<file path="src/source/modem_params.svh">
`ifndef MODEM_PARAMS_SVH
`define MODEM_PARAMS_SVH

// unsigned received and reference samples
`define MODEM_DATA_WIDTH 8

// preamble shape, sent msb first
`define MODEM_WAVELENGTH 4
`define MODEM_PREAMBLE_LENGTH 8
`define MODEM_PREAMBLE 8'b10110010

// two-level waveform around the mid level
`define MODEM_AMPLITUDE 64
`define MODEM_SWING 48

// correlation sizes
`define MODEM_SUM_COUNT 4
`define MODEM_SAMPLE_COUNT (`MODEM_WAVELENGTH * `MODEM_PREAMBLE_LENGTH)
`define MODEM_SUM_TIME (`MODEM_SAMPLE_COUNT / `MODEM_SUM_COUNT)

// worst case sum is SAMPLE_COUNT * 255, fits in 14 bits
`define MODEM_SAD_WIDTH 14

`endif

</file>
<file path="src/source/modem_pkg.sv">
`include "modem_params.svh"

package modem_pkg;

    typedef struct packed {
        logic [4:0]  paddr;
        logic        psel;
        logic        penable;
        logic        pwrite;
        logic [31:0] pwdata;
    } apb_req_t;

    typedef struct packed {
        logic [31:0] prdata;
        logic        pready;
        logic        pslverr;
    } apb_rsp_t;

    typedef enum logic [4:0] {
        REG_CTRL       = 5'h00,
        REG_THRESHOLD  = 5'h04,
        REG_STATUS     = 5'h08,
        REG_MIN_SAD    = 5'h0C,
        REG_LOCK_INDEX = 5'h10
    } reg_addr_e;

    // clear is an action bit and reads back as zero
    typedef struct packed {
        logic [29:0] reserved;
        logic        clear;
        logic        enable;
    } ctrl_word_t;

    // the write word means a control word or a threshold, by address
    typedef union packed {
        ctrl_word_t  ctrl;
        logic [31:0] threshold;
    } apb_wdata_u;

    typedef struct packed {
        logic [`MODEM_SAD_WIDTH-1:0] sum;
        logic                        valid;
    } sad_result_t;

endpackage

</file>
<file path="src/source/preamble_modulator.sv">
`include "modem_params.svh"

module preamble_modulator (
    input  logic                         clk,
    input  logic                         rst_n,
    input  logic                         ref_start,
    output logic [`MODEM_DATA_WIDTH-1:0] ref_sample,
    output logic                         ref_valid,
    output logic                         ref_done
);

    localparam int DATA_WIDTH = `MODEM_DATA_WIDTH;
    localparam int WAVELENGTH = `MODEM_WAVELENGTH;
    localparam int PREAMBLE_LENGTH = `MODEM_PREAMBLE_LENGTH;
    localparam logic [PREAMBLE_LENGTH-1:0] PREAMBLE = `MODEM_PREAMBLE;
    localparam logic [DATA_WIDTH-1:0] LEVEL_HIGH = DATA_WIDTH'(`MODEM_AMPLITUDE + `MODEM_SWING);
    localparam logic [DATA_WIDTH-1:0] LEVEL_LOW = DATA_WIDTH'(`MODEM_AMPLITUDE - `MODEM_SWING);

    logic                               active;
    logic [$clog2(PREAMBLE_LENGTH)-1:0] bit_cnt;
    logic [$clog2(WAVELENGTH)-1:0]      phase_cnt;
    logic                               last_phase;
    logic                               cur_bit;
    logic                               second_half;

    assign last_phase = (phase_cnt == WAVELENGTH - 1);
    assign cur_bit = PREAMBLE[PREAMBLE_LENGTH - 1 - bit_cnt];
    assign second_half = (phase_cnt >= WAVELENGTH / 2);

    // a 1 bit starts high and ends low, a 0 bit the other way round
    assign ref_sample = (cur_bit ^ second_half) ? LEVEL_HIGH : LEVEL_LOW;
    assign ref_valid = active;
    assign ref_done = active && last_phase && (bit_cnt == PREAMBLE_LENGTH - 1);

    always_ff @(posedge clk or negedge rst_n) begin
        if (!rst_n) begin
            active <= 1'b0;
            bit_cnt <= '0;
            phase_cnt <= '0;
        end else if (ref_start) begin
            active <= 1'b1;
            bit_cnt <= '0;
            phase_cnt <= '0;
        end else if (active) begin
            if (last_phase) begin
                phase_cnt <= '0;
                bit_cnt <= bit_cnt + 1'b1;
            end else begin
                phase_cnt <= phase_cnt + 1'b1;
            end
            if (ref_done) begin
                active <= 1'b0;
                bit_cnt <= '0;
            end
        end
    end

endmodule

</file>
<file path="src/source/sample_window.sv">
`include "modem_params.svh"

module sample_window (
    input  logic                                                   clk,
    input  logic                                                   rst_n,
    input  logic [`MODEM_DATA_WIDTH-1:0]                           sample,
    input  logic                                                   shift,
    input  logic [`MODEM_DATA_WIDTH-1:0]                           ref_sample,
    input  logic                                                   ref_valid,
    input  logic [$clog2(`MODEM_SUM_TIME)-1:0]                     slice_index,
    output logic signed [`MODEM_SUM_COUNT-1:0][`MODEM_DATA_WIDTH:0] rx_slice,
    output logic signed [`MODEM_SUM_COUNT-1:0][`MODEM_DATA_WIDTH:0] ref_slice
);

    localparam int DATA_WIDTH = `MODEM_DATA_WIDTH;
    localparam int CENTER_WIDTH = DATA_WIDTH + 1;
    localparam int SUM_COUNT = `MODEM_SUM_COUNT;
    localparam int SAMPLE_COUNT = `MODEM_SAMPLE_COUNT;
    localparam logic [CENTER_WIDTH-1:0] OFFSET = CENTER_WIDTH'(`MODEM_AMPLITUDE);

    // position 0 holds the newest sample
    logic [SAMPLE_COUNT-1:0][CENTER_WIDTH-1:0] rx_window;
    logic [SAMPLE_COUNT-1:0][CENTER_WIDTH-1:0] ref_window;
    logic [CENTER_WIDTH-1:0]                   rx_centered;
    logic [CENTER_WIDTH-1:0]                   ref_centered;

    // remove the mid level, result is signed
    assign rx_centered = {1'b0, sample} - OFFSET;
    assign ref_centered = {1'b0, ref_sample} - OFFSET;

    always_ff @(posedge clk or negedge rst_n) begin
        if (!rst_n) begin
            rx_window <= '0;
        end else if (shift) begin
            rx_window <= {rx_window[SAMPLE_COUNT-2:0], rx_centered};
        end
    end

    always_ff @(posedge clk or negedge rst_n) begin
        if (!rst_n) begin
            ref_window <= '0;
        end else if (ref_valid) begin
            ref_window <= {ref_window[SAMPLE_COUNT-2:0], ref_centered};
        end
    end

    // slice n covers positions n*SUM_COUNT up to n*SUM_COUNT+SUM_COUNT-1
    assign rx_slice = rx_window[slice_index * SUM_COUNT +: SUM_COUNT];
    assign ref_slice = ref_window[slice_index * SUM_COUNT +: SUM_COUNT];

endmodule

</file>
<file path="src/source/sad_accumulator.sv">
`include "modem_params.svh"

module sad_accumulator (
    input  logic                                                   clk,
    input  logic                                                   rst_n,
    input  logic                                                   sad_start,
    input  logic signed [`MODEM_SUM_COUNT-1:0][`MODEM_DATA_WIDTH:0] rx_slice,
    input  logic signed [`MODEM_SUM_COUNT-1:0][`MODEM_DATA_WIDTH:0] ref_slice,
    output logic [$clog2(`MODEM_SUM_TIME)-1:0]                     slice_index,
    output logic                                                   busy,
    output modem_pkg::sad_result_t                                 result
);

    localparam int CENTER_WIDTH = `MODEM_DATA_WIDTH + 1;
    localparam int SUM_COUNT = `MODEM_SUM_COUNT;
    localparam int SUM_TIME = `MODEM_SUM_TIME;
    localparam int SAD_WIDTH = `MODEM_SAD_WIDTH;
    localparam int INDEX_WIDTH = $clog2(SUM_TIME);

    logic signed [CENTER_WIDTH:0] diff [SUM_COUNT];
    logic [CENTER_WIDTH-1:0]      abs_diff [SUM_COUNT];
    logic [SAD_WIDTH-1:0]         slice_sum;
    logic [SAD_WIDTH-1:0]         acc;
    logic [SAD_WIDTH-1:0]         result_sum;
    logic                         result_valid;
    logic                         last_slice;

    for (genvar j = 0; j < SUM_COUNT; j++) begin : g_diff
        assign diff[j] = $signed(rx_slice[j]) - $signed(ref_slice[j]);
        assign abs_diff[j] = diff[j][CENTER_WIDTH] ? CENTER_WIDTH'(-diff[j])
                                                   : CENTER_WIDTH'(diff[j]);
    end

    always_comb begin
        slice_sum = '0;
        for (int j = 0; j < SUM_COUNT; j++) begin
            slice_sum = slice_sum + SAD_WIDTH'(abs_diff[j]);
        end
    end

    assign last_slice = (slice_index == INDEX_WIDTH'(SUM_TIME - 1));

    // slice 0 is already presented while idle, so it is summed in the start cycle
    always_ff @(posedge clk or negedge rst_n) begin
        if (!rst_n) begin
            busy <= 1'b0;
            slice_index <= '0;
            result_valid <= 1'b0;
        end else begin
            result_valid <= 1'b0;
            if (sad_start) begin
                busy <= 1'b1;
                slice_index <= INDEX_WIDTH'(1);
            end else if (busy) begin
                if (last_slice) begin
                    busy <= 1'b0;
                    slice_index <= '0;
                    result_valid <= 1'b1;
                end else begin
                    slice_index <= slice_index + 1'b1;
                end
            end
        end
    end

    always_ff @(posedge clk) begin
        if (sad_start) begin
            acc <= slice_sum;
        end else if (busy) begin
            acc <= acc + slice_sum;
            if (last_slice) begin
                result_sum <= acc + slice_sum;
            end
        end
    end

    assign result = '{sum: result_sum, valid: result_valid};

endmodule

</file>
<file path="src/source/sync_control.sv">
`include "modem_params.svh"

module sync_control (
    input  logic                   clk,
    input  logic                   rst_n,
    input  modem_pkg::apb_req_t    apb_req,
    output modem_pkg::apb_rsp_t    apb_rsp,
    input  logic                   sample_valid,
    input  logic                   ref_done,
    input  logic                   busy,
    input  modem_pkg::sad_result_t result,
    output logic                   ref_start,
    output logic                   shift,
    output logic                   sad_start,
    output logic                   lock
);

    import modem_pkg::*;

    localparam int SAD_WIDTH = `MODEM_SAD_WIDTH;
    localparam int SAMPLE_COUNT = `MODEM_SAMPLE_COUNT;
    localparam int COUNT_WIDTH = 16;
    localparam logic [31:0] THRESHOLD_RESET = 32'h200;

    apb_wdata_u             wdata;
    logic                   access;
    logic                   write_ctrl;
    logic                   write_threshold;
    logic                   addr_ok;
    logic                   clear_evt;
    logic                   enable;
    logic                   enable_d;
    logic                   ref_ready;
    logic                   overrun;
    logic [31:0]            threshold;
    logic [SAD_WIDTH-1:0]   min_sad;
    logic [COUNT_WIDTH-1:0] sample_cnt;
    logic [COUNT_WIDTH-1:0] lock_index;
    logic                   corr_active;
    logic                   lock_hit;
    logic                   window_full;

    assign wdata = apb_req.pwdata;
    assign access = apb_req.psel && apb_req.penable;
    assign write_ctrl = access && apb_req.pwrite && (apb_req.paddr == REG_CTRL);
    assign write_threshold = access && apb_req.pwrite && (apb_req.paddr == REG_THRESHOLD);

    // clear bit or dropped enable restarts the search
    assign clear_evt = write_ctrl && (wdata.ctrl.clear || !wdata.ctrl.enable);

    assign ref_start = enable && !enable_d;
    assign corr_active = busy || sad_start;
    assign lock_hit = result.valid && (32'(result.sum) < threshold);
    // the sample being accepted now completes the window
    assign window_full = (sample_cnt >= COUNT_WIDTH'(SAMPLE_COUNT - 1));
    assign shift = sample_valid && ref_ready && !lock && !lock_hit && !corr_active;

    always_ff @(posedge clk or negedge rst_n) begin
        if (!rst_n) begin
            enable <= 1'b0;
            enable_d <= 1'b0;
            ref_ready <= 1'b0;
            threshold <= THRESHOLD_RESET;
        end else begin
            enable_d <= enable;
            if (write_ctrl) begin
                enable <= wdata.ctrl.enable;
            end
            if (write_threshold) begin
                threshold <= wdata.threshold;
            end
            if (write_ctrl && !wdata.ctrl.enable) begin
                ref_ready <= 1'b0;
            end else if (ref_done && enable) begin
                ref_ready <= 1'b1;
            end
        end
    end

    always_ff @(posedge clk or negedge rst_n) begin
        if (!rst_n) begin
            sad_start <= 1'b0;
            sample_cnt <= '0;
            lock <= 1'b0;
            lock_index <= '0;
            overrun <= 1'b0;
            min_sad <= '1;
        end else begin
            sad_start <= shift && window_full && !clear_evt;
            if (clear_evt) begin
                sample_cnt <= '0;
                lock <= 1'b0;
                overrun <= 1'b0;
                min_sad <= '1;
            end else begin
                // count saturates instead of wrapping
                if (shift && (sample_cnt != '1)) begin
                    sample_cnt <= sample_cnt + 1'b1;
                end
                if (sample_valid && ref_ready && !lock && corr_active) begin
                    overrun <= 1'b1;
                end
                if (result.valid && (result.sum < min_sad)) begin
                    min_sad <= result.sum;
                end
                if (lock_hit) begin
                    lock <= 1'b1;
                    lock_index <= sample_cnt;
                end
            end
        end
    end

    // read mux, no wait states
    always_comb begin
        apb_rsp.prdata = '0;
        apb_rsp.pready = 1'b1;
        addr_ok = 1'b1;
        case (apb_req.paddr)
            REG_CTRL:       apb_rsp.prdata = ctrl_word_t'{reserved: '0, clear: 1'b0, enable: enable};
            REG_THRESHOLD:  apb_rsp.prdata = threshold;
            REG_STATUS:     apb_rsp.prdata = {28'b0, corr_active, overrun, lock, ref_ready};
            REG_MIN_SAD:    apb_rsp.prdata = 32'(min_sad);
            REG_LOCK_INDEX: apb_rsp.prdata = 32'(lock_index);
            default:        addr_ok = 1'b0;
        endcase
        apb_rsp.pslverr = access && !addr_ok;
    end

endmodule

</file>
<file path="src/source/preamble_sync.sv">
`include "modem_params.svh"

module preamble_sync (
    input  logic                         clk,
    input  logic                         rst_n,
    input  modem_pkg::apb_req_t          apb_req,
    output modem_pkg::apb_rsp_t          apb_rsp,
    input  logic [`MODEM_DATA_WIDTH-1:0] sample,
    input  logic                         sample_valid,
    output logic                         lock
);

    import modem_pkg::*;

    localparam int DATA_WIDTH = `MODEM_DATA_WIDTH;
    localparam int SUM_COUNT = `MODEM_SUM_COUNT;
    localparam int INDEX_WIDTH = $clog2(`MODEM_SUM_TIME);

    logic                                 ref_start;
    logic                                 ref_valid;
    logic                                 ref_done;
    logic [DATA_WIDTH-1:0]                ref_sample;
    logic                                 shift;
    logic                                 sad_start;
    logic                                 busy;
    logic [INDEX_WIDTH-1:0]               slice_index;
    logic [SUM_COUNT-1:0][DATA_WIDTH:0]   rx_slice;
    logic [SUM_COUNT-1:0][DATA_WIDTH:0]   ref_slice;
    sad_result_t                          result;

    sync_control u_sync_control (
        .clk          (clk),
        .rst_n        (rst_n),
        .apb_req      (apb_req),
        .apb_rsp      (apb_rsp),
        .sample_valid (sample_valid),
        .ref_done     (ref_done),
        .busy         (busy),
        .result       (result),
        .ref_start    (ref_start),
        .shift        (shift),
        .sad_start    (sad_start),
        .lock         (lock)
    );

    preamble_modulator u_preamble_modulator (
        .clk        (clk),
        .rst_n      (rst_n),
        .ref_start  (ref_start),
        .ref_sample (ref_sample),
        .ref_valid  (ref_valid),
        .ref_done   (ref_done)
    );

    sample_window u_sample_window (
        .clk         (clk),
        .rst_n       (rst_n),
        .sample      (sample),
        .shift       (shift),
        .ref_sample  (ref_sample),
        .ref_valid   (ref_valid),
        .slice_index (slice_index),
        .rx_slice    (rx_slice),
        .ref_slice   (ref_slice)
    );

    sad_accumulator u_sad_accumulator (
        .clk         (clk),
        .rst_n       (rst_n),
        .sad_start   (sad_start),
        .rx_slice    (rx_slice),
        .ref_slice   (ref_slice),
        .slice_index (slice_index),
        .busy        (busy),
        .result      (result)
    );

endmodule

</file>
<file path="config.mk">
export PLATFORM = sky130hd
export DESIGN_NAME = preamble_sync
export DESIGN_NICKNAME = d
export VERILOG_FILES = /design/src/source/modem_pkg.sv /design/src/source/preamble_modulator.sv /design/src/source/sample_window.sv /design/src/source/sad_accumulator.sv /design/src/source/sync_control.sv /design/src/source/preamble_sync.sv
export VERILOG_INCLUDE_DIRS = /design/src /design/src/source
export SDC_FILE = /design/constraint.sdc
export NUM_CORES = 1
export LEC_CHECK = 0
export BUFFER_PORTS_ARGS = -buffer_cell sky130_fd_sc_hd__buf_2
export CAP_MARGIN = 10
export CORE_ASPECT_RATIO = 1.4
export CORE_MARGIN = 3
export CORE_UTILIZATION = 55
export DETAILED_ROUTE_END_ITERATION = 10
export GPL_TIMING_DRIVEN = 0
export HOLD_SLACK_MARGIN = 0.12
export PLACE_DENSITY = 0.74
export SLEW_MARGIN = 20
export SYNTH_ARGS = -nofsm -noshare
export SYNTH_HDL_FRONTEND = slang
export SYNTH_HIERARCHICAL = 1
export SYNTH_SLANG_ARGS = --single-unit
</file>
<file path="constraint.sdc">
create_clock -name clk -period 6.8 [get_ports clk]
set_input_delay 0.34 -clock clk [delete_from_list [all_inputs] [get_ports clk]]
set_output_delay 0.34 -clock clk [all_outputs]
set_load 0.01 [all_outputs]
</file>
==> key figures, run 1 <==
Placement
  – IO Port Bufs: 84
  – HPWL Detailed: 73,400 um
  – Placed cell count: 3,495
  – GP Congestion: 0.927
  – Area after DPL: 37,700 um2
  – Dpl ws: -1550 ps

Logic synthesis
  – EDFF count, synth: 28
  – Post-synthesis cell area: 35,900 um2
  – Syn Inst Count: 2,559
  – Post-synth ARST share: 0.960
  – Seq cells post-synth: 699
  – Unique masters post-synth: 85
  – Seq/Total Area, Yosys: 0.492
  – Syn. warnings: 6
  – Primary FF master, synth: dfrtp_1
  – Synthesized area per cell: 14.0 um2

Finish
  – Finished Layout Cells: 3,714
  – Post-route cell area: 41,700 um2
  – Nets@finish: 2,995
  – Area growth, synth to finish: 16.1%
  – Ant diodes: 0
  – Multi-input combinational cell area: 17,600 um2
  – FF/Latch Area: 17,700 um2
  – Fillers: 4,636
  – Final Util: 0.647
  – Layout cells sized above 1: 0.468

STA
  – Final Hold Viols: 0
  – Measured slew at the worst slew-check pin: 983 ps
  – Worst Slack Setup Final: -507 ps
  – Fin crit period: 7310 ps
  – Fmax: 137 MHz
  – Final Cycle Share: 1.07
  – Max Clock Skew: 30.3 ps
  – RSZ-0062 raised after global routing: true
  – Final setup vio count: 14
  – Max Transition Viols Final: 0
  – Slew margin rel.: 0.345

Floorplanning
  – Die ar.: 68,400 um2
  – Ports: 86
  – Num rows: 110
  – Initial Util: 0.557
  – Die span in x: 222 um
  – DIE HEIGHT: 308 um
  – Core footprint: 64,400 um2

Global route
  – First-pass GRT wire length: 151,000 um
  – Largest net degree at the start of global routing: 107
  – Vias in the first global route: 24.7k
  – Tot GR Track Use: 0.293
  – Initial antenna violation count: 0
  – Total gr overflow: 0

Drt
  – First-pass DRT Iterations: 5
  – Total Wirelength: 100,000 um
  – Drt drc: 0
  – DR iter-0 viols: 1,800
  – DR vias: 22.8k
  – Post-route ant nets: 0
  – Routed len/inst: 27.0 um
  – Vias per inst: 6.15

Outcome
  – Status: finished with violations
  – Failing checks: setup timing

Job
  – Max-cap violations: 0

Setup path
  – Critical path startpoint category: flip-flop
  – Worst Setup Path Type: reg2reg
  – Crit end category: flip-flop
  – Max FO, Critical Path: 5
  – CP dominant cell by count: a21o_1
  – Slowest stage delay, CP: 560 ps
  – Worst EP arrival: 7750 ps
  – Highest-delay cell along the critical path: fa_1
  – CP Data Required Time: 7250 ps

CTS
  – Clock transition at path regs: 60 ps
  – Latest clock arrival within the worst-skew pair: 630 ps
  – Clock buffer depth: 3
  – CTS Buf Count: 69
  – # H-tree levels: 3
  – CTS tree: built
  – Clock sinks: 699
  – Root buffer cell: clkbuf_16

Min path
  – Hold Path Class: in2reg
## final timing paths
check,start,endpoint,slack (ps),depth (start not counted)
setup reg to reg,u_sad_accumulator/slice_index[0],u_sad_accumulator/acc[13],-510,30
hold / removal,sample_valid,u_sync_control/overrun,150,5
setup / recovery,u_sad_accumulator/slice_index[0],u_sad_accumulator/acc[13],-510,30
hold reg to reg,u_sample_window/ref_window[284],u_sample_window/ref_window[284],510,1
min in group asynchronous,rst_n,u_sync_control/threshold[20],220,2
max in group asynchronous,rst_n,u_sample_window/ref_window[198],4880,5
## state kept, by name (all words and copies together), names as in the netlist, 2 cells and up
signal                          cells
u_sad_accumulator/acc              14
u_sync_control/threshold           32
u_sad_accumulator/result_sum       14
u_preamble_modulator/phase_cnt      2
u_sad_accumulator/slice_index       3
u_sample_window/rx_window         288
u_preamble_modulator/bit_cnt        3
u_sample_window/ref_window        288
u_sync_control/min_sad             14
u_sync_control/sample_cnt          16
u_sync_control/lock_index          16
## placed cells by master (no fill, tap or decap), drive strengths merged, types with 57 or more instances in the layout
master,count
a21oi,64
buf,241
clkbuf,143
dfrtp,656
ha,100
inv,144
mux2,693
mux4,144
nand2,69
nor2,57
## Yosys cell counts, types with 18 or more instances
master / number / share of area
and2_1: 18 / 0.0031
fa_1: 23 / 0.013
xor2_1: 28 / 0.0068
nand2_1: 68 / 0.0071
mux4_2: 144 / 0.090
o21ai_0: 47 / 0.0066
a21o_1: 21 / 0.0044
a21oi_1: 63 / 0.0088
xnor2_1: 41 / 0.010
dfrtp_1: 656 / 0.46
clkbuf_1: 51 / 0.0053
inv_1: 143 / 0.015
mux2_4: 60 / 0.025
ha_1: 100 / 0.035
nor2_1: 57 / 0.0060
mux2_2: 633 / 0.20
buf_2: 67 / 0.0093
edfxtp_1: 28 / 0.023
## repair_timing
action                                  CTS  global route
cloned                                    2             0
hold buffers                             42             0
setup buffers                            41            14
endpoints found under the setup margin   24            17
pin swaps                                39            46
endpoints found under the hold margin   323             0
resized for setup                       119            53
## worst max-delay path, delay by kind of cell (launching register included)
family	cells	cell delay (ps)
AO/OA/AOI/OAI	12	1860
XOR/XNOR	2	230
adder cells (fa/ha/maj)	5	1950
buffers and inverters	6	690
flip-flops	1	400
multiplexers	2	820
AND/OR/NAND/NOR	3	1170
## area by class of cell
type                            instances  share of cell area
Clock inverter                         29             0.00847
Tap cell                              840              0.0252
Sequential cell                       699               0.424
Clock buffer                           95              0.0469
Multi-Input combinational cell       1574               0.422
Timing Repair Buffer                  191              0.0368
Inverter                              143              0.0131
Buffer                                143              0.0235
## through the flow
step,hold slack [ps],setup TNS (ps)
6_report,146,-5180
5_1_grt,184,-8770
4_1_cts,128,-4520
3_5_place_dp,282,-21380
3_3_place_gp,486,-5228900
2_1_floorplan,44.4,-43.9
## cell families after synthesis
family	count (synthesis)	synth area share
muxes	842	0.316
DFF	699	0.492
buffers and inverters	290	0.0372
and+or+nand+nor	272	0.0397
AOI/OAI and AO/OA	261	0.0506
adders and majority gates	123	0.0477
xor gates and xnor gates	69	0.0168
other	3	0.000314
## layer usage
metal	share of wire	vias up	GRT usage	wire, um
met5	0	-	0	0
met4	0.069	0	0.181	6960
met3	0.041	278	0.0406	4130
met2	0.53	660	0.540	53400
met1	0.36	11900	0.319	36000
li1	-	9942	-	-
Power of run 1 is left out: the tool's default activity adds up to more than one toggle a clock period on the data nets, which glitch-free logic cannot reach.
==> inputs of run 2 (changes only) <==
--- a/config.mk
+++ b/config.mk
@@ -10,11 +10,11 @@
 export CAP_MARGIN = 10
 export CORE_ASPECT_RATIO = 1.4
 export CORE_MARGIN = 3
-export CORE_UTILIZATION = 55
+export CORE_UTILIZATION = 40
 export DETAILED_ROUTE_END_ITERATION = 10
 export GPL_TIMING_DRIVEN = 0
 export HOLD_SLACK_MARGIN = 0.12
-export PLACE_DENSITY = 0.74
+export PLACE_DENSITY = 0.57
 export SLEW_MARGIN = 20
 export SYNTH_ARGS = -nofsm -noshare
 export SYNTH_HDL_FRONTEND = slang
==> run 2 against run 1 <==
  * The run still ends with setup timing left
  * Die area rose by 37%
  * Count of clock-buffer cells in the layout increased by 4
  * Via count down 0.87%
  * Hold slack improved by 41 ps
  * Register-to-register slack is essentially flat
  * First-iteration DRC count shrank 22%
  * Cell count up 9.6%
  * Sequential cell count did not move
  * Sequential share of layout area down 0.87 points
  * Routed wire length rose by 5.0%
  * Utilization down 17 points
  * Critical path type unchanged
  * Critical endpoint unchanged
==> key figures, run 2 (synthesis gave the netlist of run 1 again) <==
Setup path
  – Flop-to-flop setup slack: -520 ps
  – Reg2reg path depth: 29
  – Worst Setup Path Type: reg2reg
  – Worst r2r dst: u_sad_accumulator/acc[13]
  – Worst flop-to-flop path startpoint: u_sad_accumulator/slice_index[0]
  – CP Data Required Time: 7250 ps
  – Slowest stage delay, CP: 540 ps
  – Highest-delay cell along the critical path: fa_1
  – Critical path's top delay family: adder cells
  – Max FO, Critical Path: 7
  – Buffers & Inverters on Critical Path: 7
  – Critical path startpoint category: flip-flop
  – Crit end category: flip-flop
  – Worst EP arrival: 7770 ps

Floorplanning
  – Num rows: 129
  – Die span in x: 259 um
  – Ports: 86
  – Die ar.: 93,400 um2
  – DIE HEIGHT: 360 um
  – Core footprint: 88,600 um2
  – Initial Util: 0.405

Drt
  – Drt drc: 0
  – DR iter-0 viols: 1,406
  – DR vias: 22.6k
  – First-pass DRT Iterations: 6
  – Vias per inst: 5.56
  – Total Wirelength: 105,000 um
  – Routed len/inst: 25.9 um
  – Post-route ant nets: 0

CTS
  – CTS Buf Count: 73
  – Root buffer cell: clkbuf_16
  – Latest clock arrival within the worst-skew pair: 620 ps
  – # H-tree levels: 3
  – Clock buffer depth: 3
  – CTS tree: built
  – Clock sinks: 699
  – Clock transition at path regs: 60 ps

Global route
  – Total gr overflow: 0
  – Initial antenna violation count: 0
  – Tot GR Track Use: 0.227
  – Largest net degree at the start of global routing: 102
  – Vias in the first global route: 24.6k
  – First-pass GRT wire length: 158,000 um

STA
  – Final setup vio count: 14
  – Final Hold Viols: 0
  – Fmax: 137 MHz
  – Worst Slack Setup Final: -521 ps
  – Measured slew at the worst slew-check pin: 1030 ps
  – Final Cycle Share: 1.08
  – Fin crit period: 7320 ps
  – Worst hold slack: 187 ps
  – Slew margin rel.: 0.310
  – Max Transition Viols Final: 0
  – RSZ-0062 raised after global routing: true
  – Max Clock Skew: 28.3 ps
  – Total negative slack: -4720 ps

Outcome
  – Status: finished with violations
  – Failing checks: setup timing

Finish
  – Nets@finish: 3,013
  – Ant diodes: 0
  – Largest registers: u_sample_window/ref_window: 288 flops, u_sample_window/rx_window: 288 flops, u_sync_control/threshold: 32 flops
  – Commonest non-fill, non-tap cell in the layout: dfrtp_1
  – Area growth, synth to finish: 18.6%
  – Commonest non-fill, non-tap cells in the layout: dfrtp_1 (656), mux2_2 (632), mux4_2 (144)
  – Layout cells sized above 1: 0.473

Min path
  – WHS Endpoint: u_sync_control/overrun
  – Worst Hold Depth: 5
  – Hold_sp: sample_valid
  – Hold Path Class: in2reg

Job
  – Max-cap violations: 0

Placement
  – GP Congestion: 0.920
  – IO Port Bufs: 84
  – HPWL Detailed: 78,300 um
run 2: changes by cell type in the layout (fill, tap and decap cells not counted), moves of 5 or more:
cell,before,now
buf_12,7,16
clkbuf_8,11,17
xnor2_2,7,2
buf_4,66,72
run 2: area by class of cell:
| class | count | area (um2) |
|---|---|---|
| well taps | 1179 | 1480 |
| flip-flops and latches | 699 | 17700 |
| multi-input cells | 1574 | 17600 |
| clock buffers | 99 | 2050 |
| fillers | 7669 | 46100 |
| repair buffers | 205 | 1700 |
| clock inverters | 28 | 388 |
| inverters | 143 | 554 |
| plain buffers | 143 | 1070 |
run 2: repair_timing:
item,CTS,global route
cloned,2,0
resized for setup,168,38
pin swaps,50,38
hold buffers,42,0
setup buffers,53,16
setup endpoints to repair,23,16
hold endpoints to repair,118,0
run 2: how the worst max path moves through the flow:
stage	to	depth (start not counted)	startpoint	slack, ps
after floorplan	u_sad_accumulator/acc[13]	32	u_sad_accumulator/slice_index[0]	-40
after global placement	u_sample_window/ref_window[126]	1	rst_n	-8480
after detailed placement	u_sad_accumulator/acc[13]	29	u_sad_accumulator/slice_index[2]	-1560
after CTS	u_sad_accumulator/acc[13]	30	u_sad_accumulator/slice_index[0]	-500
after global routing	u_sad_accumulator/acc[13]	30	u_sad_accumulator/slice_index[0]	-760
final	u_sad_accumulator/acc[13]	29	u_sad_accumulator/slice_index[0]	-520
run 2: per-stage QoR:
stage	utilization	setup slack [ps]	cells	instance area (um2)
after floorplan	-	-43.9	2563	36000
after global placement	0.428	-8480	3826	37900
after detailed placement	0.430	-1560	3834	38100
after CTS	0.476	-504	4055	42200
after global routing	0.480	-764	4070	42500
final	0.480	-521	4070	42500
run 2: routing by layer:
metal | global-route usage | vias up | share of wire
met5 | 0 | - | 0
met4 | 0.121 | 0 | 0.064
met3 | 0.0262 | 224 | 0.036
met2 | 0.420 | 540 | 0.53
met1 | 0.253 | 11900 | 0.37
li1 | - | 9977 | -
run 2: tightest hold or removal path: cells and delay by family:
family | cells | cell delay, ps
and+or+nand+nor | 4 | 340
buffers and inverters | 1 | 100
Power of run 2 is left out for the same reason.
